File: config.mk
export PLATFORM = sky130hd
export DESIGN_NAME = lane_opreq_builder
export DESIGN_NICKNAME = d
export VERILOG_FILES = /design/src/rtl/lane_seq_pkg.sv /design/src/rtl/lane_opreq_builder.sv
export VERILOG_INCLUDE_DIRS = /design/src /design/src/include
export SDC_FILE = /design/constraint.sdc
export NUM_CORES = 1
export LEC_CHECK = 0
export BUFFER_PORTS_ARGS = -buffer_cell sky130_fd_sc_hd__buf_2
export CAP_MARGIN = 25
export CORE_AREA = 4 4 123 125
export DETAILED_ROUTE_END_ITERATION = 16
export DIE_AREA = 0 0 127 129
export GPL_TIMING_DRIVEN = 0
export SETUP_SLACK_MARGIN = 0.5
export SYNTH_ARGS = -nofsm -noshare
export SYNTH_HDL_FRONTEND = slang
export SYNTH_SLANG_ARGS = --single-unit
export TNS_END_PERCENT = 50
File: constraint.sdc
create_clock -name vclk -period 1.1
set_clock_uncertainty 0.2 [all_clocks]
set_input_delay 0.11 -clock vclk [all_inputs]
set_output_delay 0.11 -clock vclk [all_outputs]
set_load 0.02 [all_outputs]
File: src/include/lane_seq_settings.svh
`ifndef LANE_SEQ_SETTINGS_SVH
`define LANE_SEQ_SETTINGS_SVH

// Number of lanes in the machine
// The split logic assumes a power of two
`define LANE_SEQ_NR_LANES 4

// Instruction ids that can be in flight at the same time
`define LANE_SEQ_NR_VINSN 8

// Width of vl and vstart
`define LANE_SEQ_VL_W 16

// Widest element in bits
`define LANE_SEQ_ELEN 64

// Architectural register that holds the mask
`define LANE_SEQ_VMASK 0

`endif

File: src/rtl/lane_seq_pkg.sv
`include "lane_seq_settings.svh"

package lane_seq_pkg;

  // Functional unit that executes an instruction
  typedef enum logic [1:0] {
    VFU_ALU   = 2'd0,
    VFU_STORE = 2'd1,
    VFU_NONE  = 2'd2
  } vfu_e;

  // Element width code, log2 of the width in bytes
  typedef enum logic [1:0] {
    EW8  = 2'd0,
    EW16 = 2'd1,
    EW32 = 2'd2,
    EW64 = 2'd3
  } ew_e;

  // Operand queues served by this lane
  typedef enum logic [1:0] {
    OQ_ALU_A  = 2'd0,
    OQ_ALU_B  = 2'd1,
    OQ_ST_A   = 2'd2,
    OQ_MASK_M = 2'd3
  } opqueue_e;

  localparam int unsigned NR_OPQUEUES = 4;

  // Bits needed to index a lane and log2 of the widest element in bytes
  localparam int unsigned LANES_LOG = $clog2(`LANE_SEQ_NR_LANES);
  localparam int unsigned ELEN_B_LOG = $clog2(`LANE_SEQ_ELEN / 8);

  // Instruction id and one-hot style vector over all ids
  typedef logic [$clog2(`LANE_SEQ_NR_VINSN)-1:0] vinsn_id_t;
  typedef logic [`LANE_SEQ_NR_VINSN-1:0] vinsn_vec_t;

  // Vector length or start index
  typedef logic [`LANE_SEQ_VL_W-1:0] vlen_t;

  // Architectural vector register index
  typedef logic [4:0] vreg_t;

  // Lane number within the machine
  typedef logic [LANES_LOG-1:0] lane_id_t;

endpackage

File: src/rtl/lane_opreq_builder.sv
`timescale 1ns/10ps
`include "lane_seq_settings.svh"

module lane_opreq_builder import lane_seq_pkg::*; (
  input  vinsn_id_t                  pe_req_id_i,
  input  vfu_e                       pe_req_vfu_i,
  input  vreg_t                      pe_req_vs1_i,
  input  vreg_t                      pe_req_vs2_i,
  input  logic                       pe_req_vm_i,
  input  logic                       pe_req_use_vs1_i,
  input  logic                       pe_req_use_vs2_i,
  input  ew_e                        pe_req_vsew_i,
  input  ew_e                        pe_req_eew_vs1_i,
  input  ew_e                        pe_req_eew_vs2_i,
  input  vinsn_vec_t                 pe_req_hazard_vs1_i,
  input  vinsn_vec_t                 pe_req_hazard_vs2_i,
  input  vinsn_vec_t                 pe_req_hazard_vm_i,
  input  vinsn_vec_t                 pe_req_hazard_vd_i,
  input  logic                       accept_i,
  input  vlen_t                      lane_vstart_i,
  input  vlen_t                      lane_vl_i,
  input  vlen_t                      mask_vl_i,
  input  vlen_t                      store_vl_i,
  output logic [NR_OPQUEUES-1:0]     push_o,
  output vinsn_id_t                  cmd_id_o     [NR_OPQUEUES],
  output vreg_t                      cmd_vs_o     [NR_OPQUEUES],
  output ew_e                        cmd_eew_o    [NR_OPQUEUES],
  output vlen_t                      cmd_vl_o     [NR_OPQUEUES],
  output vlen_t                      cmd_vstart_o [NR_OPQUEUES],
  output vinsn_vec_t                 cmd_hazard_o [NR_OPQUEUES]
);

  // Push requests before acceptance is known
  logic [NR_OPQUEUES-1:0] push_req;

  always_comb begin
    push_req = '0;
    for (int q = 0; q < NR_OPQUEUES; q++) begin
      cmd_id_o[q]     = pe_req_id_i;
      cmd_vs_o[q]     = '0;
      cmd_eew_o[q]    = EW8;
      cmd_vl_o[q]     = '0;
      cmd_vstart_o[q] = lane_vstart_i;
      cmd_hazard_o[q] = '0;
    end

    case (pe_req_vfu_i)
      VFU_ALU: begin
        cmd_vs_o[OQ_ALU_A]     = pe_req_vs1_i;
        cmd_eew_o[OQ_ALU_A]    = pe_req_eew_vs1_i;
        cmd_vl_o[OQ_ALU_A]     = lane_vl_i;
        cmd_hazard_o[OQ_ALU_A] = pe_req_hazard_vs1_i | pe_req_hazard_vd_i;
        push_req[OQ_ALU_A]     = pe_req_use_vs1_i;

        cmd_vs_o[OQ_ALU_B]     = pe_req_vs2_i;
        cmd_eew_o[OQ_ALU_B]    = pe_req_eew_vs2_i;
        cmd_vl_o[OQ_ALU_B]     = lane_vl_i;
        cmd_hazard_o[OQ_ALU_B] = pe_req_hazard_vs2_i | pe_req_hazard_vd_i;
        push_req[OQ_ALU_B]     = pe_req_use_vs2_i;
      end
      VFU_STORE: begin
        // The store unit collects data from every lane, hence the rounded length
        cmd_vs_o[OQ_ST_A]     = pe_req_vs1_i;
        cmd_eew_o[OQ_ST_A]    = pe_req_eew_vs1_i;
        cmd_vl_o[OQ_ST_A]     = store_vl_i;
        cmd_hazard_o[OQ_ST_A] = pe_req_hazard_vs1_i | pe_req_hazard_vd_i;
        push_req[OQ_ST_A]     = pe_req_use_vs1_i;
      end
      default: begin
      end
    endcase

    // Both classes read the mask register when the instruction is masked
    if (pe_req_vfu_i == VFU_ALU || pe_req_vfu_i == VFU_STORE) begin
      cmd_vs_o[OQ_MASK_M]     = vreg_t'(`LANE_SEQ_VMASK);
      cmd_eew_o[OQ_MASK_M]    = pe_req_vsew_i;
      cmd_vl_o[OQ_MASK_M]     = mask_vl_i;
      cmd_hazard_o[OQ_MASK_M] = pe_req_hazard_vm_i | pe_req_hazard_vd_i;
      push_req[OQ_MASK_M]     = !pe_req_vm_i;
    end
  end

  assign push_o = push_req & {NR_OPQUEUES{accept_i}};

endmodule

==> results.cfg <==
[pwr]
clkPwrFrac_pct = 0
p_sw_share_pct = 43.0
p_leak_nw = 2.92
power_density_nw_per_um2 = 437
p_int_mw = 1.39
p_sw_mw = 1.05
seqPwrFrac_pct = 0
power.total_mw = 2.44
pwr-share-comb_pct = 100.0
irDropWorstVdd_mv = 0.228

[drt]
initialDrtViolationCount = 36
drc = 0
wl_met3_mm = 1.51
vias = 2700
met2_length_mm = 6.02
top_layer_used = met5
routed_wl_mm = 11.1
first_pass_iters = 4
wl_per_cell_um = 14.8
ant_nets = 0
viasPerCell = 3.61
wl_met1_mm = 3.38

[floorplanning]
core_um2 = 13900
die_h_um = 129
pin_count = 325
rows = 43
die_area_um2 = 16400
die_x_um = 127
start_util_pct = 10.8

[timing]
finalHoldViolCount = 0
rsz0062_at_grt = true
whs_ps = 187
setup_violations = 121
timing.fmax_mhz = 777
slew_viol_final = 0
finalSetupTns_ps = -13320
fin_crit_ps = 1290
timing.final.crit_share_pct = 117
fin_ws_ps = -187

[setup_path]
required_ps = 790
endpoint_kind = output pin
crit_arrival_ps = 980
cp_max_fo = 6
crit_type = primary input to output pin
setup.worst_path.start_class = primary input

[grt]
grt_max_degree = 11
grtUsageTotal_pct = 12.0
grt_pass1_wl_mm = 15.7
first_global_vias = 2866
antenna_found_initial = 3
overflow = 0

[outcome]
violations = setup timing
status = finished, violations left

[yosys]
muxShareOfSynthArea_pct = 0
synth_compound_area_share_pct = 0
synth_top_family_by_area = buffers and inverters
synth_common_cells = 98 x buf_4, 59 x nor2_1, 53 x and2_1
yosysSeqAreaShare_pct = 0
syn-cell-area_um2 = 1500
syn_inst = 245
synth_top_area_share_pct = 49.1
synth_warnings = 0
yosysMostFrequentCell = buf_4
synth_fa_ha_area_share_pct = 0
synth_simple_gate_area_share_pct = 47.4
avgSynthCellArea_um2 = 6.12
netlist_top_cells_area = buf_4 49%, and2_1 22%, nor2_1 15%
ys_types = 14
yosys.area.top_type = buf_4
synthXorXnorAreaFrac_pct = 0

[placed_design]
portBuffers = 301
placedCellCount = 730
dp_slack_ps = -329
hpwl_mm = 8.09
gp_congestion = 0.716

[clocking]
ctsHoldBuffers = 0

[finish]
finalNonFillerCells = 748
fin_nets = 690
drive_gt1_share_pct = 90.8
n_fill_cell = 1305
regArea_um2 = 0
seq_cell_count = 0
num-clock-buffers = 0
syn2layout_area_growth_pct = 273

[flow_run]
max-cap-violations = 0

[min_path]
hp-class = primary input to output pin
## worst paths after layout
path	start	cells past startpoint	end	slack, ps
setup / recovery	pe_req_vfu_i[1]	7	cmd_vl_o[58]	-190
hold / removal	lane_vstart_i[11]	2	cmd_vstart_o[59]	190
## final cells by class
class | instances | area, um2 | share of cell area (%)
diodes | 1 | 2.50 | 0.0448
plain buffers | 108 | 1260 | 22.5
multi-input cells | 141 | 1160 | 20.8
well taps | 180 | 225 | 4.03
repair buffers | 318 | 2940 | 52.6
## kinds of logic (layout without fill, tap and decap cells)
group	count (synthesis)	after routing
AND/OR/NAND/NOR	136	136
other	1	6
buffers and inverters	108	426
## per-stage QoR
| step | cell area [um2] | util (%) |
|---|---|---|
| 2_1_floorplan | 1930 | - |
| 3_3_place_gp | 3660 | 26.4 |
| 6_report | 5590 | 40.2 |
| 4_1_cts | 5380 | 38.7 |
| 5_1_grt | 5580 | 40.2 |
| 3_5_place_dp | 3660 | 26.4 |
## cells in the final DEF (no fill, tap or decap), drive strengths merged, types with 5 or more instances in the layout
master / netlist / routed
clkbuf: 6 / 7
nor2: 59 / 59
and2: 53 / 53
nor2b: 12 / 12
buf: 102 / 419
and2b: 7 / 7
conb: 1 / 5
## power groups by stage
stage,Combinational (mW),Clock (mW),Sequential (mW)
floorplan,1.09,0,0
global placement,1.66,0,0
detailed placement,1.67,0,0
CTS,2.36,0,0
global route,2.58,0,0
finish,2.44,0.000000122,0
## layer usage
metal | vias up | global-route usage, %
met4 | 6 | 0.946
met2 | 194 | 23.7
met1 | 1211 | 12.1
met3 | 12 | 5.19
met5 | - | 0
li1 | 1277 | -
## repair_timing
action / 4_1_cts / 5_1_grt
setup endpoints to repair: 199 / 199
pin swaps: 17 / 8
gates cloned: 8 / 0
resized for setup: 457 / 63
buffers inserted: 8 / 1
## critical path, cell delays in order
cell and delay (ps):
buf_8 110, nor2_4 120, buf_12 140, buf_8 110, and2_4 180, buf_6 100, buf_6 100
Note: power is estimated with default switching activity, not from simulation.
