--- src/include/lane_seq_settings.svh ---
`ifndef LANE_SEQ_SETTINGS_SVH
`define LANE_SEQ_SETTINGS_SVH

// Number of lanes in the machine
// The split logic assumes a power of two
`define LANE_SEQ_NR_LANES 4

// Instruction ids that can be in flight at the same time
`define LANE_SEQ_NR_VINSN 8

// Width of vl and vstart
`define LANE_SEQ_VL_W 16

// Widest element in bits
`define LANE_SEQ_ELEN 64

// Architectural register that holds the mask
`define LANE_SEQ_VMASK 0

`endif

--- src/rtl/lane_seq_pkg.sv ---
`include "lane_seq_settings.svh"

package lane_seq_pkg;

  // Functional unit that executes an instruction
  typedef enum logic [1:0] {
    VFU_ALU   = 2'd0,
    VFU_STORE = 2'd1,
    VFU_NONE  = 2'd2
  } vfu_e;

  // Element width code, log2 of the width in bytes
  typedef enum logic [1:0] {
    EW8  = 2'd0,
    EW16 = 2'd1,
    EW32 = 2'd2,
    EW64 = 2'd3
  } ew_e;

  // Operand queues served by this lane
  typedef enum logic [1:0] {
    OQ_ALU_A  = 2'd0,
    OQ_ALU_B  = 2'd1,
    OQ_ST_A   = 2'd2,
    OQ_MASK_M = 2'd3
  } opqueue_e;

  localparam int unsigned NR_OPQUEUES = 4;

  // Bits needed to index a lane and log2 of the widest element in bytes
  localparam int unsigned LANES_LOG = $clog2(`LANE_SEQ_NR_LANES);
  localparam int unsigned ELEN_B_LOG = $clog2(`LANE_SEQ_ELEN / 8);

  // Instruction id and one-hot style vector over all ids
  typedef logic [$clog2(`LANE_SEQ_NR_VINSN)-1:0] vinsn_id_t;
  typedef logic [`LANE_SEQ_NR_VINSN-1:0] vinsn_vec_t;

  // Vector length or start index
  typedef logic [`LANE_SEQ_VL_W-1:0] vlen_t;

  // Architectural vector register index
  typedef logic [4:0] vreg_t;

  // Lane number within the machine
  typedef logic [LANES_LOG-1:0] lane_id_t;

endpackage

--- src/rtl/lane_seq_ctrl.sv ---
`timescale 1ns/10ps

module lane_seq_ctrl import lane_seq_pkg::*; (
  input  logic                   clk_i,
  input  logic                   rst_ni,
  input  logic                   pe_req_valid_i,
  input  vinsn_id_t              pe_req_id_i,
  input  vfu_e                   pe_req_vfu_i,
  input  logic                   pe_req_vm_i,
  input  vreg_t                  pe_req_vd_i,
  input  vinsn_vec_t             pe_req_vinsn_running_i,
  input  logic [NR_OPQUEUES-1:0] slot_valid_i,
  input  vlen_t                  lane_vl_i,
  input  vlen_t                  lane_vstart_i,
  input  logic                   alu_ready_i,
  input  vinsn_vec_t             alu_vinsn_done_i,
  output logic                   pe_req_ready_o,
  output logic                   accept_o,
  output logic                   vfu_op_valid_o,
  output vinsn_id_t              vfu_op_id_o,
  output vfu_e                   vfu_op_vfu_o,
  output vlen_t                  vfu_op_vl_o,
  output vlen_t                  vfu_op_vstart_o,
  output logic                   vfu_op_vm_o,
  output vreg_t                  vfu_op_vd_o,
  output vinsn_vec_t             vinsn_running_o,
  output vinsn_vec_t             pe_resp_vinsn_done_o
);

  logic       op_stall;
  logic       slot_busy;
  logic       id_busy;
  vinsn_vec_t running_masked;
  vinsn_vec_t running_d;

  // Only the ALU can push back, any other unit takes the operation at once
  assign op_stall = vfu_op_valid_o && (vfu_op_vfu_o == VFU_ALU) && !alu_ready_i;

  // Instructions retired by the main sequencer drop out of the running set
  assign running_masked = vinsn_running_o & pe_req_vinsn_running_i;

  always_comb begin
    case (pe_req_vfu_i)
      VFU_ALU: begin
        slot_busy = slot_valid_i[OQ_ALU_A] || slot_valid_i[OQ_ALU_B] ||
                    slot_valid_i[OQ_MASK_M];
      end
      VFU_STORE: begin
        slot_busy = slot_valid_i[OQ_ST_A] || slot_valid_i[OQ_MASK_M];
      end
      default: begin
        slot_busy = 1'b0;
      end
    endcase
  end

  // Holding back a request with a running id keeps it from being dropped
  assign id_busy = running_masked[pe_req_id_i];

  assign pe_req_ready_o = !op_stall && !slot_busy && !id_busy;
  assign accept_o       = pe_req_valid_i && pe_req_ready_o;

  always_comb begin
    running_d = running_masked;
    if (accept_o) begin
      running_d[pe_req_id_i] = 1'b1;
    end
  end

  always_ff @(posedge clk_i or negedge rst_ni) begin
    if (!rst_ni) begin
      vfu_op_valid_o       <= 1'b0;
      vinsn_running_o      <= '0;
      pe_resp_vinsn_done_o <= '0;
    end else begin
      // A stalled operation keeps its valid, otherwise a new one may replace it
      if (!op_stall) begin
        vfu_op_valid_o <= accept_o;
      end
      vinsn_running_o      <= running_d;
      pe_resp_vinsn_done_o <= alu_vinsn_done_i;
    end
  end

  // Acceptance implies no stall, so the fields stay put while the ALU waits
  always_ff @(posedge clk_i) begin
    if (accept_o) begin
      vfu_op_id_o     <= pe_req_id_i;
      vfu_op_vfu_o    <= pe_req_vfu_i;
      vfu_op_vl_o     <= lane_vl_i;
      vfu_op_vstart_o <= lane_vstart_i;
      vfu_op_vm_o     <= pe_req_vm_i;
      vfu_op_vd_o     <= pe_req_vd_i;
    end
  end

endmodule

--- config.mk ---
export PLATFORM = sky130hd
export DESIGN_NAME = lane_seq_ctrl
export DESIGN_NICKNAME = d
export VERILOG_FILES = /design/src/rtl/lane_seq_pkg.sv /design/src/rtl/lane_seq_ctrl.sv
export VERILOG_INCLUDE_DIRS = /design/src /design/src/include
export SDC_FILE = /design/constraint.sdc
export NUM_CORES = 1
export LEC_CHECK = 0
export BUFFER_PORTS_ARGS = -buffer_cell sky130_fd_sc_hd__buf_2
export CAP_MARGIN = 20
export CORE_MARGIN = 5
export CORE_UTILIZATION = 41
export CTS_CLUSTER_DIAMETER = 60
export DETAILED_ROUTE_END_ITERATION = 6
export GPL_TIMING_DRIVEN = 0
export HOLD_SLACK_MARGIN = 0.15
export PLACE_DENSITY = 0.88
export SYNTH_ARGS = -nofsm -noshare
export SYNTH_HDL_FRONTEND = slang
export SYNTH_SLANG_ARGS = --single-unit
--- constraint.sdc ---
create_clock -name clk_i -period 3.4 [get_ports clk_i]
set_input_delay 0 -clock clk_i [delete_from_list [all_inputs] [get_ports clk_i]]
set_output_delay 0 -clock clk_i [all_outputs]
set_load 0.05 [all_outputs]
==> impl_metrics.tcl <==
set metrics [dict create \
    antenna_found_initial 0 \
    p_leak_nw 1.65 \
    die-area_um2 6400 \
    routabilityCongestion 0.784 \
    stdcell_area_um2 3690 \
    grt_usage 0.246 \
    netlist_instances 101 \
    synth.distinct_cells 24 \
    grt_pass1_wl_um 11000 \
    reg2regPathDepth 5 \
    netlist_area_um2 2010 \
    root_buffer "clkbuf_8" \
    flow.area_growth_from_synthesis_pct 83.9 \
    grt_busiest_layer "met2" \
    setup_violations 0 \
    critPathKind "in2out" \
    post-cts-setup-buffer-count 0 \
    ctsResizeCount 0 \
    drt_first_pass_iters 4 \
    die_w_um 80.0 \
    crit_path_end_kind "primary output" \
    irDropWorstVdd_v 0.000308 \
    cts_buffer_depth 2 \
    routed_wl_um 7490 \
    hold_viol_final 0 \
    place_hpwl_um 4250 \
    finClkSkew_ns 0.0114 \
    crit_cells 7 \
    pin_count 129 \
    crit_slowest_cell "dlygate4sd3_1" \
    clock.fmax_ghz 0.473 \
    grt_max_degree 30 \
    path_cells "dlygate4sd3_1, buf_2, and3_1, o21ai_2, a22oi_2, nor2_4, buf_2" \
    numPortBuffers 128 \
    grt-ovfl-total 0 \
    synth-seq-cells 60 \
    tightest_slew_ns 0.761 \
    layout_min_cycle_time_ns 2.11 \
    grtUsageMet1 0.248 \
    ant_nets 0 \
    cp-start-kind "primary input" \
    diodes 0 \
    postPlaceCellArea_um2 2770 \
    ys_seq_area_frac 0.855 \
    avgSynthCellArea_um2 19.9 \
    viasPerCell 4.69 \
    cts_made_buffers 9 \
    route.detailed.drc 0 \
    cts_tree "done" \
    finalSetupTns_ns 0 \
    clock-sinks 60 \
    holdCritPathClass "in2reg" \
    first_global_vias 1961 \
    start_util 0.422 \
    crit_buf_inv 3 \
    clk_pin_slew_worst_paths_ns 0.08 \
    core_um2 4750 \
    final_layout_size_suffix_gt1_frac 0.479 \
    fin_nets 379 \
    dr.first_iter.drc_count 90 \
    rsz0062_at_grt "false" \
    status "finished, final reports clean" \
    drv_cap 0 \
    cp.required_ns 3.40 \
    rrSetupSlack_ns 1.32 \
    slew_violations 0 \
    max_slew_margin 0.491 \
    clock_latency_ns 0.33 \
    total_power_mw 1.85 \
    hold_path_depth 3 \
    worst_path_most_repeated_cell "buf_2" \
    powerDensity_nw_per_um2 501 \
    htree_levels 3 \
    dieHeight_um 80.0 \
    grtUsageMet3 0.0971 \
    synth_warnings 0 \
    crit_arrival_ns 2.11 \
    max_stage_delay_ns 0.54 \
    met2_usage 0.440 \
    vias 1800 \
    fillers 294 \
    hold_buffers 71 \
    crit_family "buffers and inverters" \
    rows 25 \
    fin_util 0.777 \
    wire_per_inst_um 19.5 \
    crit_fanout 16 \
    fin_crit_sh 0.621 \
    syn_nets 168 \
]
-- per-stage QoR --
| stage | setup slack, ns | hold WS [ns] | cells |
|---|---|---|---|
| 2_1_floorplan | 0.309 | -0.296 | 101 |
| 3_3_place_gp | 0.519 | -0.0673 | 296 |
| 3_5_place_dp | 1.46 | -0.0490 | 297 |
| 4_1_cts | 1.28 | 0.259 | 384 |
| 5_1_grt | 1.15 | 0.288 | 384 |
| 6_report | 1.29 | 0.272 | 384 |
-- cells in the final DEF, fill, tap and decap left out, types with 2 or more instances in the layout --
cell	n
o21ai_1	8
clkinv_1	2
nor2b_1	2
nand2_1	10
clkbuf_8	9
bufinv_16	2
dfrtp_1	17
clkinvlp_4	2
nand2b_1	3
edfxtp_1	43
dlygate4sd3_1	71
buf_2	128
-- kinds of logic (layout without fill, tap and decap cells) --
logic type,count (synthesis),after routing,synth area share
buffers and inverters,1,217,0.00187
DFF,60,60,0.855
and+or+nand+nor,25,25,0.0791
AOI/OAI and AO/OA,15,15,0.0642
-- flip-flops by register name, indices dropped and copies added, names as in the netlist --
signal / cells
vinsn_running_o: 8
vfu_op_vfu_o: 2
vfu_op_vd_o: 5
pe_resp_vinsn_done_o: 8
vfu_op_valid_o: 1
vfu_op_id_o: 3
vfu_op_vm_o: 1
vfu_op_vl_o: 16
vfu_op_vstart_o: 16
-- power breakdown --
part | switching, mW | internal [mW] | leakage (nW)
clock | 0.278 | 0.409 | 0.101
sequential | 0.0129 | 0.826 | 0.615
combinational | 0.205 | 0.118 | 0.935
total | 0.497 | 1.35 | 1.65
-- metal layers --
| layer | part of all wire | vias up |
|---|---|---|
| li1 | - | 816 |
| met1 | 0.35 | 864 |
| met2 | 0.53 | 100 |
| met3 | 0.091 | 20 |
| met4 | 0.033 | 0 |
| met5 | 0 | - |
-- worst min-delay path: cells and delay by family --
kind | cells | cell delay [ns]
AND/OR/NAND/NOR | 2 | 0.27
buffers and inverters | 1 | 0.13
-- final timing paths --
path,end,start
max,accept_o,pe_req_id_i[2]
min,vfu_op_vstart_o[8],pe_req_valid_i
max reg2reg,vinsn_running_o[2],vfu_op_vfu_o[1]
min reg2reg,vinsn_running_o[2],vinsn_running_o[2]
max in group asynchronous,pe_resp_vinsn_done_o[6],rst_ni
min in group asynchronous,vinsn_running_o[6],rst_ni
-- synthesized netlist by cell type --
library cell	count	area share
a21o_1	1	0.0037
a22oi_2	1	0.0062
and3_1	1	0.0031
and3b_1	1	0.0044
dfrtp_1	17	0.21
edfxtp_1	43	0.64
inv_1	1	0.0019
nand2_1	10	0.019
nand2b_1	3	0.0093
nand3_1	1	0.0025
nand3b_1	1	0.0037
nand4_2	1	0.0062
nand4_4	1	0.011
nor2_1	1	0.0019
nor2b_1	2	0.0062
nor3_1	1	0.0025
o21ai_1	8	0.020
o21ai_2	1	0.0044
o221a_2	1	0.0056
o221a_4	1	0.010
o311a_4	1	0.011
o31ai_1	1	0.0037
or2_1	1	0.0031
or4b_4	1	0.0069
-- cell type report --
class / instances / area, um^2 / area share
tap: 67 / 83.8 / 0.0227
clock buffer: 9 / 124 / 0.0335
clock inverter: 7 / 91.3 / 0.0247
inverter: 1 / 3.75 / 0.00102
multi-input combinational: 40 / 295 / 0.0799
timing repair buffer: 200 / 1380 / 0.373
sequential: 60 / 1720 / 0.465
Note: power is estimated with default switching activity, not from simulation.
