File: config.mk
export PLATFORM = sky130hd
export DESIGN_NAME = lane_opreq_slot
export DESIGN_NICKNAME = d
export VERILOG_FILES = /design/src/rtl/lane_seq_pkg.sv /design/src/rtl/lane_opreq_slot.sv
export VERILOG_INCLUDE_DIRS = /design/src /design/src/include
export SDC_FILE = /design/constraint.sdc
export NUM_CORES = 1
export LEC_CHECK = 0
export BUFFER_PORTS_ARGS = -buffer_cell sky130_fd_sc_hd__buf_4
export CAP_MARGIN = 20
export CORE_MARGIN = 5
export CORE_UTILIZATION = 36
export CTS_CLUSTER_SIZE = 28
export DETAILED_ROUTE_END_ITERATION = 6
export PLACE_DENSITY = 0.74
export RECOVER_POWER = 50
export SLEW_MARGIN = 20
export SYNTH_ARGS = -nofsm -noshare
export SYNTH_HDL_FRONTEND = slang
export SYNTH_SLANG_ARGS = --single-unit
File: constraint.sdc
create_clock -name clk_i -period 0.8 [get_ports clk_i]
set_input_delay 0.16 -clock clk_i [delete_from_list [all_inputs] [get_ports clk_i]]
set_output_delay 0.16 -clock clk_i [all_outputs]
set_load 0.005 [all_outputs]
File: src/include/lane_seq_settings.svh
`ifndef LANE_SEQ_SETTINGS_SVH
`define LANE_SEQ_SETTINGS_SVH

// Number of lanes in the machine
// The split logic assumes a power of two
`define LANE_SEQ_NR_LANES 4

// Instruction ids that can be in flight at the same time
`define LANE_SEQ_NR_VINSN 8

// Width of vl and vstart
`define LANE_SEQ_VL_W 16

// Widest element in bits
`define LANE_SEQ_ELEN 64

// Architectural register that holds the mask
`define LANE_SEQ_VMASK 0

`endif

File: src/rtl/lane_seq_pkg.sv
`include "lane_seq_settings.svh"

package lane_seq_pkg;

  // Functional unit that executes an instruction
  typedef enum logic [1:0] {
    VFU_ALU   = 2'd0,
    VFU_STORE = 2'd1,
    VFU_NONE  = 2'd2
  } vfu_e;

  // Element width code, log2 of the width in bytes
  typedef enum logic [1:0] {
    EW8  = 2'd0,
    EW16 = 2'd1,
    EW32 = 2'd2,
    EW64 = 2'd3
  } ew_e;

  // Operand queues served by this lane
  typedef enum logic [1:0] {
    OQ_ALU_A  = 2'd0,
    OQ_ALU_B  = 2'd1,
    OQ_ST_A   = 2'd2,
    OQ_MASK_M = 2'd3
  } opqueue_e;

  localparam int unsigned NR_OPQUEUES = 4;

  // Bits needed to index a lane and log2 of the widest element in bytes
  localparam int unsigned LANES_LOG = $clog2(`LANE_SEQ_NR_LANES);
  localparam int unsigned ELEN_B_LOG = $clog2(`LANE_SEQ_ELEN / 8);

  // Instruction id and one-hot style vector over all ids
  typedef logic [$clog2(`LANE_SEQ_NR_VINSN)-1:0] vinsn_id_t;
  typedef logic [`LANE_SEQ_NR_VINSN-1:0] vinsn_vec_t;

  // Vector length or start index
  typedef logic [`LANE_SEQ_VL_W-1:0] vlen_t;

  // Architectural vector register index
  typedef logic [4:0] vreg_t;

  // Lane number within the machine
  typedef logic [LANES_LOG-1:0] lane_id_t;

endpackage

File: src/rtl/lane_opreq_slot.sv
`timescale 1ns/10ps

module lane_opreq_slot import lane_seq_pkg::*; (
  input  logic       clk_i,
  input  logic       rst_ni,
  input  logic       push_i,
  input  vinsn_id_t  id_i,
  input  vreg_t      vs_i,
  input  ew_e        eew_i,
  input  vlen_t      vl_i,
  input  vlen_t      vstart_i,
  input  vinsn_vec_t hazard_i,
  input  logic       ready_i,
  input  vinsn_vec_t vinsn_running_i,
  output logic       valid_o,
  output vinsn_id_t  id_o,
  output vreg_t      vs_o,
  output ew_e        eew_o,
  output vlen_t      vl_o,
  output vlen_t      vstart_o,
  output vinsn_vec_t hazard_o
);

  // A slot cannot be a plain FIFO entry since its hazard bits shrink over time
  always_ff @(posedge clk_i or negedge rst_ni) begin
    if (!rst_ni) begin
      valid_o  <= 1'b0;
      hazard_o <= '0;
    end else begin
      // A new push takes priority over the consumer taking the old command
      if (push_i) begin
        valid_o <= 1'b1;
      end else if (ready_i) begin
        valid_o <= 1'b0;
      end
      hazard_o <= (push_i ? hazard_i : hazard_o) & vinsn_running_i;
    end
  end

  always_ff @(posedge clk_i) begin
    if (push_i) begin
      id_o     <= id_i;
      vs_o     <= vs_i;
      eew_o    <= eew_i;
      vl_o     <= vl_i;
      vstart_o <= vstart_i;
    end
  end

endmodule

==> results of run 1 <==
-- metal layers --
metal	wire [um]	global-route usage, %
met5	0	0
met4	36	4.64
met3	525	7.99
met2	2150	24.5
met1	1630	17.0
-- logic make-up (layout without fill, tap and decap cells) --
family | after synthesis | in the layout
simple gates | 8 | 8
buf+inv | 2 | 130
flops | 51 | 51
mux | 8 | 8
compound gates | 1 | 1
-- area by class of cell --
class | count | area [um^2] | area share [%]
flip-flops and latches | 51 | 1490 | 52.2
multi-input cells | 17 | 139 | 4.87
clock inverters | 2 | 60.1 | 2.11
well taps | 52 | 65.1 | 2.28
inverters | 1 | 3.75 | 0.132
repair buffers | 121 | 1020 | 35.9
clock buffers | 6 | 72.6 | 2.55
-- placed cells by master, fill, tap and decap left out --
| cell | n |
|---|---|
| clkbuf_8 | 5 |
| nor2b_1 | 8 |
| dfrtp_1 | 9 |
| inv_1 | 1 |
| clkbuf_1 | 2 |
| bufinv_16 | 2 |
| edfxtp_1 | 42 |
| mux2i_1 | 8 |
| clkbuf_2 | 1 |
| buf_12 | 2 |
| a21o_2 | 1 |
| buf_6 | 25 |
| dlygate4sd3_1 | 1 |
| clkbuf_4 | 41 |
| buf_4 | 50 |
-- timing repair --
item,4_1_cts,5_1_grt
hold endpoints to repair,9,0
hold buffers,1,0
setup buffers,3,2
setup endpoints to repair,51,54
pin swaps,0,1
resized for setup,12,13
cloned,0,0
-- worst register-to-register path: cells and delay by family, from the launching register on --
kind                   cells  cell delay (ns)
DFF                        1             0.39
buffers and inverters      1             0.13
and+or+nand+nor            1             0.06
muxes                      1             0.13
-- through the flow --
step           hold WS, ns  worst slack, ns  std cells  TNS [ns]  area, um^2
2_1_floorplan       -0.136            0.116         70         0        1640
3_3_place_gp       -0.0131          -0.0291        237    -0.207        2590
3_5_place_dp      -0.00726          -0.0988        237    -0.407        2590
4_1_cts             0.0278           -0.212        249     -9.46        2800
5_1_grt             0.0360           -0.245        250    -11.36        2850
6_report            0.0604           -0.196        250     -8.74        2850
-- worst paths after layout --
| check | startpoint | endpoint | slack [ns] | depth (start not counted) |
|---|---|---|---|---|
| worst max register to register | hazard_o[7] | hazard_o[7] | -0.02 | 3 |
| worst min-delay path | vstart_i[14] | vstart_o[14] | 0.06 | 1 |
| worst max-delay path | vl_o[1] | vl_o[1] | -0.20 | 1 |
| worst min register to register | hazard_o[6] | hazard_o[6] | 0.57 | 2 |
| max in group asynchronous | rst_ni | hazard_o[7] | 0.35 | 2 |
| min in group asynchronous | rst_ni | valid_o | 0.26 | 2 |
-- power groups by stage --
stage | sequential [mW] | clock, mW | combinational (mW)
4_1_cts | 3.17 | 2.06 | 0.750
2_1_floorplan | 3.24 | 0 | 0.0571
3_3_place_gp | 3.21 | 0 | 0.689
6_report | 3.18 | 2.00 | 0.751
5_1_grt | 3.20 | 2.20 | 0.802
3_5_place_dp | 3.22 | 0 | 0.710
-- state kept, by name, indices dropped and copies added, names as in the netlist --
signal    cells
hazard_o      8
vl_o         16
eew_o         2
vs_o          5
vstart_o     16
id_o          3
valid_o       1
==> results.py, run 1 <==
metrics = {
    "outcome": {
        "status": "finished with violations",
        "violations": "negative setup slack",
    },
    "cts": {
        "clockBufferDepth": 2,
        "clkSlewWorstSetupHoldPaths_ns": 0.08,
        "clk-insertion-delay-late_ns": 0.29,
        "cts_sinks": 51,
        "numCtsBuffers": 5,
        "htreeDepth": 2,
        "cts_root_buffer": "clkbuf_8",
        "cts_tree": "yes",
    },
    "yosys": {
        "ys.flop_type": "edfxtp_1",
        "async_reset_ff_share_pct": 17.6,
        "synthCells": 70,
        "yosys.cell_count.top_type": "edfxtp_1",
        "syn-mean-instance-area_um2": 23.4,
        "synthSimpleGateAreaFrac_pct": 3.05,
        "synthMuxAreaShare_pct": 4.88,
        "synth_common_cells": "edfxtp_1, dfrtp_1, mux2i_1, nor2b_1",
        "syn_nets": 132,
        "synth_area_um2": 1640,
        "ys_warn_count": 0,
        "synth-edff-count": 42,
        "yosys.area_share.xor_xnor_pct": 0,
        "synth-compound-area-share_pct": 0.534,
        "ys_types": 7,
        "ys_ff_latch": 51,
        "synth.area.top_cells": "edfxtp_1, dfrtp_1, mux2i_1",
        "yosysTopAreaCellShare_pct": 76.9,
        "yosysSeqAreaShare_pct": 90.6,
        "synth_top_family_by_area": "multiplexers",
        "synth-adder-area-share_pct": 0,
        "netlist.top_cell.by_area": "edfxtp_1",
    },
    "power_and_ir_drop": {
        "vdd_drop_max_v": 0.00107,
        "finalPower_mw": 5.93,
        "seqPwrFrac_pct": 53.5,
        "power.switching_mw": 1.07,
        "p_per_area_nw_per_um2": 2080,
        "internal_power_mw": 4.86,
        "swShare_pct": 18.1,
        "p_leak_nw": 1.27,
        "clock_power_share_pct": 33.8,
        "combPwrFrac_pct": 12.7,
    },
    "critical_path": {
        "path_cells": "buf_6",
        "required_ns": 0.64,
        "path_buf_inv": 1,
        "endpoint_kind": "primary output",
        "slowest_delay_ns": 0.41,
        "worstPathMaxFanout": 1,
        "critPathSlowestCell": "edfxtp_1",
        "worstSetupPathType": "register to primary output",
        "cp_top_family": "flip-flops",
        "cp_data_arrival_time_ns": 0.84,
        "start_kind": "register",
    },
    "finish": {
        "num-fill-cells": 330,
        "drive_above_1_share_pct": 64.1,
        "finalNetCount": 259,
        "diodes": 0,
        "syn_to_final_growth_pct": 73.8,
        "fin_util_pct": 65.0,
    },
    "timing": {
        "setup_viol_count_final": 55,
        "timing.fmax_mhz": 1000,
        "tightest_slew_ns": 0.236,
        "period_needed_ns": 0.996,
        "hold_violations": 0,
        "post-route-period-util_pct": 125,
        "finalMaxSlewViolations": 0,
        "relSlewSlack_pct": 84.3,
        "setup_slack_ns": -0.196,
        "rsz0062_at_grt": "yes",
        "fin_skew_ns": 0,
    },
    "placed_design": {
        "hpwl_um": 3670,
        "port_buffers": 112,
        "gp_congestion": 0.724,
    },
    "floorplan": {
        "die-area_um2": 6010,
        "rows": 24,
        "start_util_pct": 37.4,
        "core_um2": 4380,
        "io_pins": 113,
        "die_w_um": 77.5,
        "die_h_um": 77.5,
    },
    "min_path": {
        "hold_path_class": "input port to register",
    },
    "global_route": {
        "grt_pass1_wl_um": 6780,
        "antenna_found_initial": 0,
        "grt_pass1_vias": 1212,
        "grt_overflow": 0,
        "grt_max_degree": 19,
        "grt.total_usage_pct": 15.0,
    },
    "drt": {
        "drt_wl_total_um": 4340,
        "via_per_inst": 4.55,
        "drt_drc_violations_left": 0,
        "first_pass_iters": 3,
        "avgRoutedWirePerCell_um": 17.4,
        "num_vias": 1138,
        "drt_iter0_drc": 42,
        "route.antenna.remaining_nets": 0,
    },
    "run": {
        "maxCapViolCount": 0,
    },
}
Power figures use the tool's default switching activity.
==> inputs of run 2 (changes only) <==
--- a/config.mk
+++ b/config.mk
@@ -6,7 +6,7 @@
 export SDC_FILE = /design/constraint.sdc
 export NUM_CORES = 1
 export LEC_CHECK = 0
-export BUFFER_PORTS_ARGS = -buffer_cell sky130_fd_sc_hd__buf_4
+export BUFFER_PORTS_ARGS = -buffer_cell sky130_fd_sc_hd__buf_2
 export CAP_MARGIN = 20
 export CORE_MARGIN = 5
 export CORE_UTILIZATION = 36
==> results.py, run 2 (synthesis results as in run 1) <==
metrics = {
    "finish": {
        "largestRegisters": "vl_o x16, vstart_o x16, hazard_o x8",
        "diodes": 0,
        "stdcell_count": 247,
        "drive_above_1_share_pct": 63.1,
        "layout_common_cells": "buf_2, edfxtp_1, dfrtp_1, mux2i_1, nor2b_1",
        "syn_to_final_growth_pct": 48.8,
        "fin_util_pct": 55.7,
        "num-fill-cells": 333,
        "final_common_cell": "buf_2",
        "finalNetCount": 257,
    },
    "global_route": {
        "grt.total_usage_pct": 12.7,
        "grt_pass1_wl_um": 5890,
        "antenna_found_initial": 0,
        "grt_max_degree": 23,
        "grt_overflow": 0,
        "grt_pass1_vias": 1163,
    },
    "placed_design": {
        "place_inst": 236,
        "place_ws_ns": -0.130,
        "port_buffers": 112,
        "gp_congestion": 0.682,
    },
    "drt": {
        "drt_drc_violations_left": 0,
        "via_per_inst": 4.37,
        "first_pass_iters": 3,
        "drt_wl_total_um": 3810,
        "num_vias": 1080,
        "drt_iter0_drc": 45,
        "route.antenna.remaining_nets": 0,
        "avgRoutedWirePerCell_um": 15.4,
    },
    "timing": {
        "setup_slack_ns": -0.174,
        "hold_violations": 0,
        "post-route-period-util_pct": 122,
        "tightest_slew_ns": 0.473,
        "fin_setup_tns_ns": -7.48,
        "rsz0062_at_grt": "yes",
        "timing.fmax_mhz": 1030,
        "finalMaxSlewViolations": 0,
        "fin_skew_ns": 0,
        "period_needed_ns": 0.974,
        "relSlewSlack_pct": 68.4,
        "setup_viol_count_final": 52,
    },
    "critical_path": {
        "endpoint_kind": "primary output",
        "path_cells": "buf_2",
        "critPathSlowestCell": "edfxtp_1",
        "r2r-start": "valid_o",
        "cp_data_arrival_time_ns": 0.81,
        "start_kind": "register",
        "required_ns": 0.64,
        "worstSetupPathType": "register to primary output",
        "slowest_delay_ns": 0.38,
        "worstPathMaxFanout": 1,
        "cp_top_family": "flip-flops",
        "path_buf_inv": 1,
        "startpoint": "vs_o[4]",
    },
    "power_and_ir_drop": {
        "finalPower_mw": 5.31,
        "p_leak_nw": 1.13,
        "p_per_area_nw_per_um2": 2180,
        "vdd_drop_max_v": 0.000974,
    },
    "min_path": {
        "hold_path_class": "input port to register",
        "min_from": "vstart_i[14]",
    },
    "cts": {
        "cts_sinks": 51,
        "clkSlewWorstSetupHoldPaths_ns": 0.08,
        "clockBufferDepth": 2,
        "cts_root_buffer": "clkbuf_8",
        "clk-insertion-delay-late_ns": 0.28,
        "cts_tree": "yes",
        "numCtsBuffers": 5,
        "htreeDepth": 2,
    },
    "floorplan": {
        "die_w_um": 77.5,
        "core_um2": 4380,
        "io_pins": 113,
        "die-area_um2": 6010,
        "start_util_pct": 37.4,
        "rows": 24,
        "die_h_um": 77.5,
    },
    "outcome": {
        "status": "finished with violations",
        "violations": "negative setup slack",
    },
    "run": {
        "maxCapViolCount": 0,
    },
}
==> run 2: per-stage QoR <==
stage,hold WS [ns],instance area (um^2)
global placement,0.0209,2300
global route,0.0236,2440
CTS,0.0366,2430
finish,0.0430,2440
floorplan,-0.136,1640
detailed placement,0.0226,2300
==> run 2: timing repair <==
item,4_1_cts,5_1_grt
endpoints found under the setup margin,51,53
gates resized for setup,0,1
hold buffers,1,0
buffers inserted,2,1
hold endpoints to repair,9,0
==> run 2: layer usage <==
| layer | up-vias | part of all wire (%) | track usage, % |
|---|---|---|---|
| li1 | 509 | - | - |
| met1 | 486 | 37 | 14.4 |
| met2 | 81 | 49 | 21.5 |
| met3 | 4 | 13 | 4.51 |
| met4 | 0 | 1.4 | 5.67 |
| met5 | - | 0 | 0 |
==> run 2: cell type report <==
cell class,count,area [um^2],share of cell area (%)
Clock inverter,2,37.5,1.54
Inverter,1,3.75,0.154
Tap cell,52,65.1,2.67
Multi-Input combinational cell,17,139,5.69
Sequential cell,51,1490,60.9
Clock buffer,5,68.8,2.82
Timing Repair Buffer,119,641,26.2
==> run 2: power by group <==
group          total (mW)  internal (mW)  switching, mW
Sequential           3.14           3.09         0.0535
Clock                1.66          0.913          0.743
Combinational       0.513          0.293          0.220
==> run 2: final timing paths <==
path | end | slack, ns | cells after the start
max in group asynchronous | hazard_o[0] | 0.15 | 2
setup reg to reg | valid_o | -0.01 | 2
setup / recovery | vs_o[4] | -0.17 | 1
min in group asynchronous | hazard_o[5] | 0.34 | 2
hold reg to reg | hazard_o[6] | 0.55 | 2
hold / removal | vstart_o[14] | 0.04 | 1
==> inputs of run 3 (changes only) <==
--- a/config.mk
+++ b/config.mk
@@ -8,7 +8,6 @@
 export LEC_CHECK = 0
 export BUFFER_PORTS_ARGS = -buffer_cell sky130_fd_sc_hd__buf_2
 export CAP_MARGIN = 20
-export CORE_MARGIN = 5
 export CORE_UTILIZATION = 36
 export CTS_CLUSTER_SIZE = 28
 export DETAILED_ROUTE_END_ITERATION = 6
==> results.py, run 3 (synthesis results as in run 1) <==
metrics = {
    "power_and_ir_drop": {
        "p_leak_nw": 1.13,
        "p_per_area_nw_per_um2": 2200,
        "seqPwrFrac_pct": 59.1,
        "clock_power_share_pct": 31.7,
        "internal_power_mw": 4.29,
        "combPwrFrac_pct": 9.2,
        "power.switching_mw": 1.03,
        "vdd_drop_max_v": 0.000721,
        "swShare_pct": 19.4,
    },
    "critical_path": {
        "required_ns": 0.64,
        "worstPathMaxFanout": 2,
        "cp_data_arrival_time_ns": 0.83,
        "start_kind": "register",
        "worstSetupPathType": "register to primary output",
        "path_cells": "buf_2",
        "critPathSlowestCell": "dfrtp_1",
        "path_buf_inv": 1,
        "slowest_delay_ns": 0.40,
        "endpoint_kind": "primary output",
        "cp_top_family": "flip-flops",
    },
    "drt": {
        "route.antenna.remaining_nets": 0,
        "drt_iter0_drc": 59,
        "drt_drc_violations_left": 0,
        "via_per_inst": 4.43,
        "first_pass_iters": 4,
        "num_vias": 1091,
        "drt_wl_total_um": 3220,
        "avgRoutedWirePerCell_um": 13.1,
    },
    "finish": {
        "layout_common_cells": "buf_2, edfxtp_1, dfrtp_1, mux2i_1, nor2b_1",
        "diodes": 0,
        "largestRegisters": "vl_o x16, vstart_o x16, hazard_o x8",
        "seqCellArea_um2": 1490,
        "final_common_cell": "buf_2",
        "finalNetCount": 256,
        "drive_above_1_share_pct": 63.9,
        "multiInputGateArea_um2": 139,
        "syn_to_final_growth_pct": 47.6,
        "num-fill-cells": 348,
    },
    "floorplan": {
        "core_um2": 4350,
        "die_w_um": 69.5,
        "die-area_um2": 4830,
        "die_h_um": 69.5,
        "rows": 24,
        "start_util_pct": 37.7,
        "io_pins": 113,
    },
    "timing": {
        "timing.fmax_mhz": 1010,
        "hold_violations": 0,
        "fin_skew_ns": 0,
        "period_needed_ns": 0.987,
        "setup_viol_count_final": 53,
        "setup_slack_ns": -0.187,
        "relSlewSlack_pct": 67.0,
        "rsz0062_at_grt": "yes",
        "post-route-period-util_pct": 123,
        "hold_slack_ns": 0.0356,
        "finalMaxSlewViolations": 0,
        "fin_setup_tns_ns": -7.76,
        "tightest_slew_ns": 0.495,
    },
    "global_route": {
        "grt_overflow": 0,
        "grt_max_degree": 37,
        "antenna_found_initial": 0,
        "grt_pass1_vias": 1105,
        "grt_pass1_wl_um": 5020,
        "grt.total_usage_pct": 14.0,
    },
    "placed_design": {
        "hpwl_um": 2430,
        "gp_congestion": 0.672,
        "port_buffers": 112,
        "place_ws_ns": -0.0682,
    },
    "run": {
        "maxCapViolCount": 0,
    },
    "cts": {
        "htreeDepth": 2,
        "clkSlewWorstSetupHoldPaths_ns": 0.09,
        "cts_root_buffer": "clkbuf_8",
        "cts_sinks": 51,
        "numCtsBuffers": 5,
        "cts_tree": "yes",
        "clockBufferDepth": 2,
        "clk-insertion-delay-late_ns": 0.29,
    },
    "min_path": {
        "hold_path_class": "input port to register",
    },
    "outcome": {
        "status": "finished with violations",
        "violations": "negative setup slack",
    },
}
[run 3: routing by layer]
layer / GRT usage, % / up-vias / part of all wire, % / routed length [um]
met3: 5.09 / 6 / 9.8 / 315
met1: 16.1 / 506 / 42 / 1340
li1: - / 506 / - / -
met4: 8.16 / 0 / 2.1 / 66
met2: 22.4 / 73 / 47 / 1500
met5: 0 / - / 0 / 0
[run 3: worst paths after layout]
kind | startpoint | to | slack (ns) | cells past startpoint
max in group asynchronous | rst_ni | hazard_o[1] | 0.13 | 2
worst min register to register | valid_o | valid_o | 0.49 | 1
worst max-delay path | hazard_o[7] | hazard_o[7] | -0.19 | 1
min in group asynchronous | rst_ni | hazard_o[2] | 0.34 | 2
worst min-delay path | eew_i[1] | eew_o[1] | 0.04 | 1
worst max register to register | hazard_o[5] | hazard_o[5] | 0 | 3
[run 3: layout make-up]
class	count	area share (%)
multi-input combinational	17	5.74
inverter	1	0.155
tap	52	2.69
clock buffer	5	2.84
timing repair buffer	118	25.6
sequential	51	61.4
clock inverter	2	1.55
[run 3: stage by stage]
step | std cells | utilization (%) | power, mW | instance area, um^2
after floorplan | 70 | - | 3.29 | 1640
after global placement | 235 | 52.7 | 3.68 | 2290
after detailed placement | 235 | 52.7 | 3.70 | 2290
after CTS | 245 | 55.7 | 5.39 | 2430
after global routing | 246 | 55.6 | 5.55 | 2420
final | 246 | 55.6 | 5.32 | 2420
[run 3: worst reg2reg max path: cells and delay by family (launching register included)]
kind	cells	cell delay, ns
flops	1	0.40
buf+inv	1	0.12
mux	1	0.12
simple gates	1	0.06
[run 3: power by group through the flow]
stage	clock network [mW]	registers [mW]	logic, mW
final	1.69	3.14	0.490
after global routing	1.85	3.17	0.539
after detailed placement	0	3.21	0.492
after CTS	1.74	3.15	0.504
after floorplan	0	3.24	0.0571
after global placement	0	3.20	0.479
[run 3: what timing repair did]
item / 4_1_cts / 5_1_grt
hold endpoints to repair: 9 / 0
gates resized for setup: 0 / 1
hold buffers: 1 / 0
endpoints found under the setup margin: 51 / 53
pin swaps: 0 / 0
setup buffers: 2 / 2
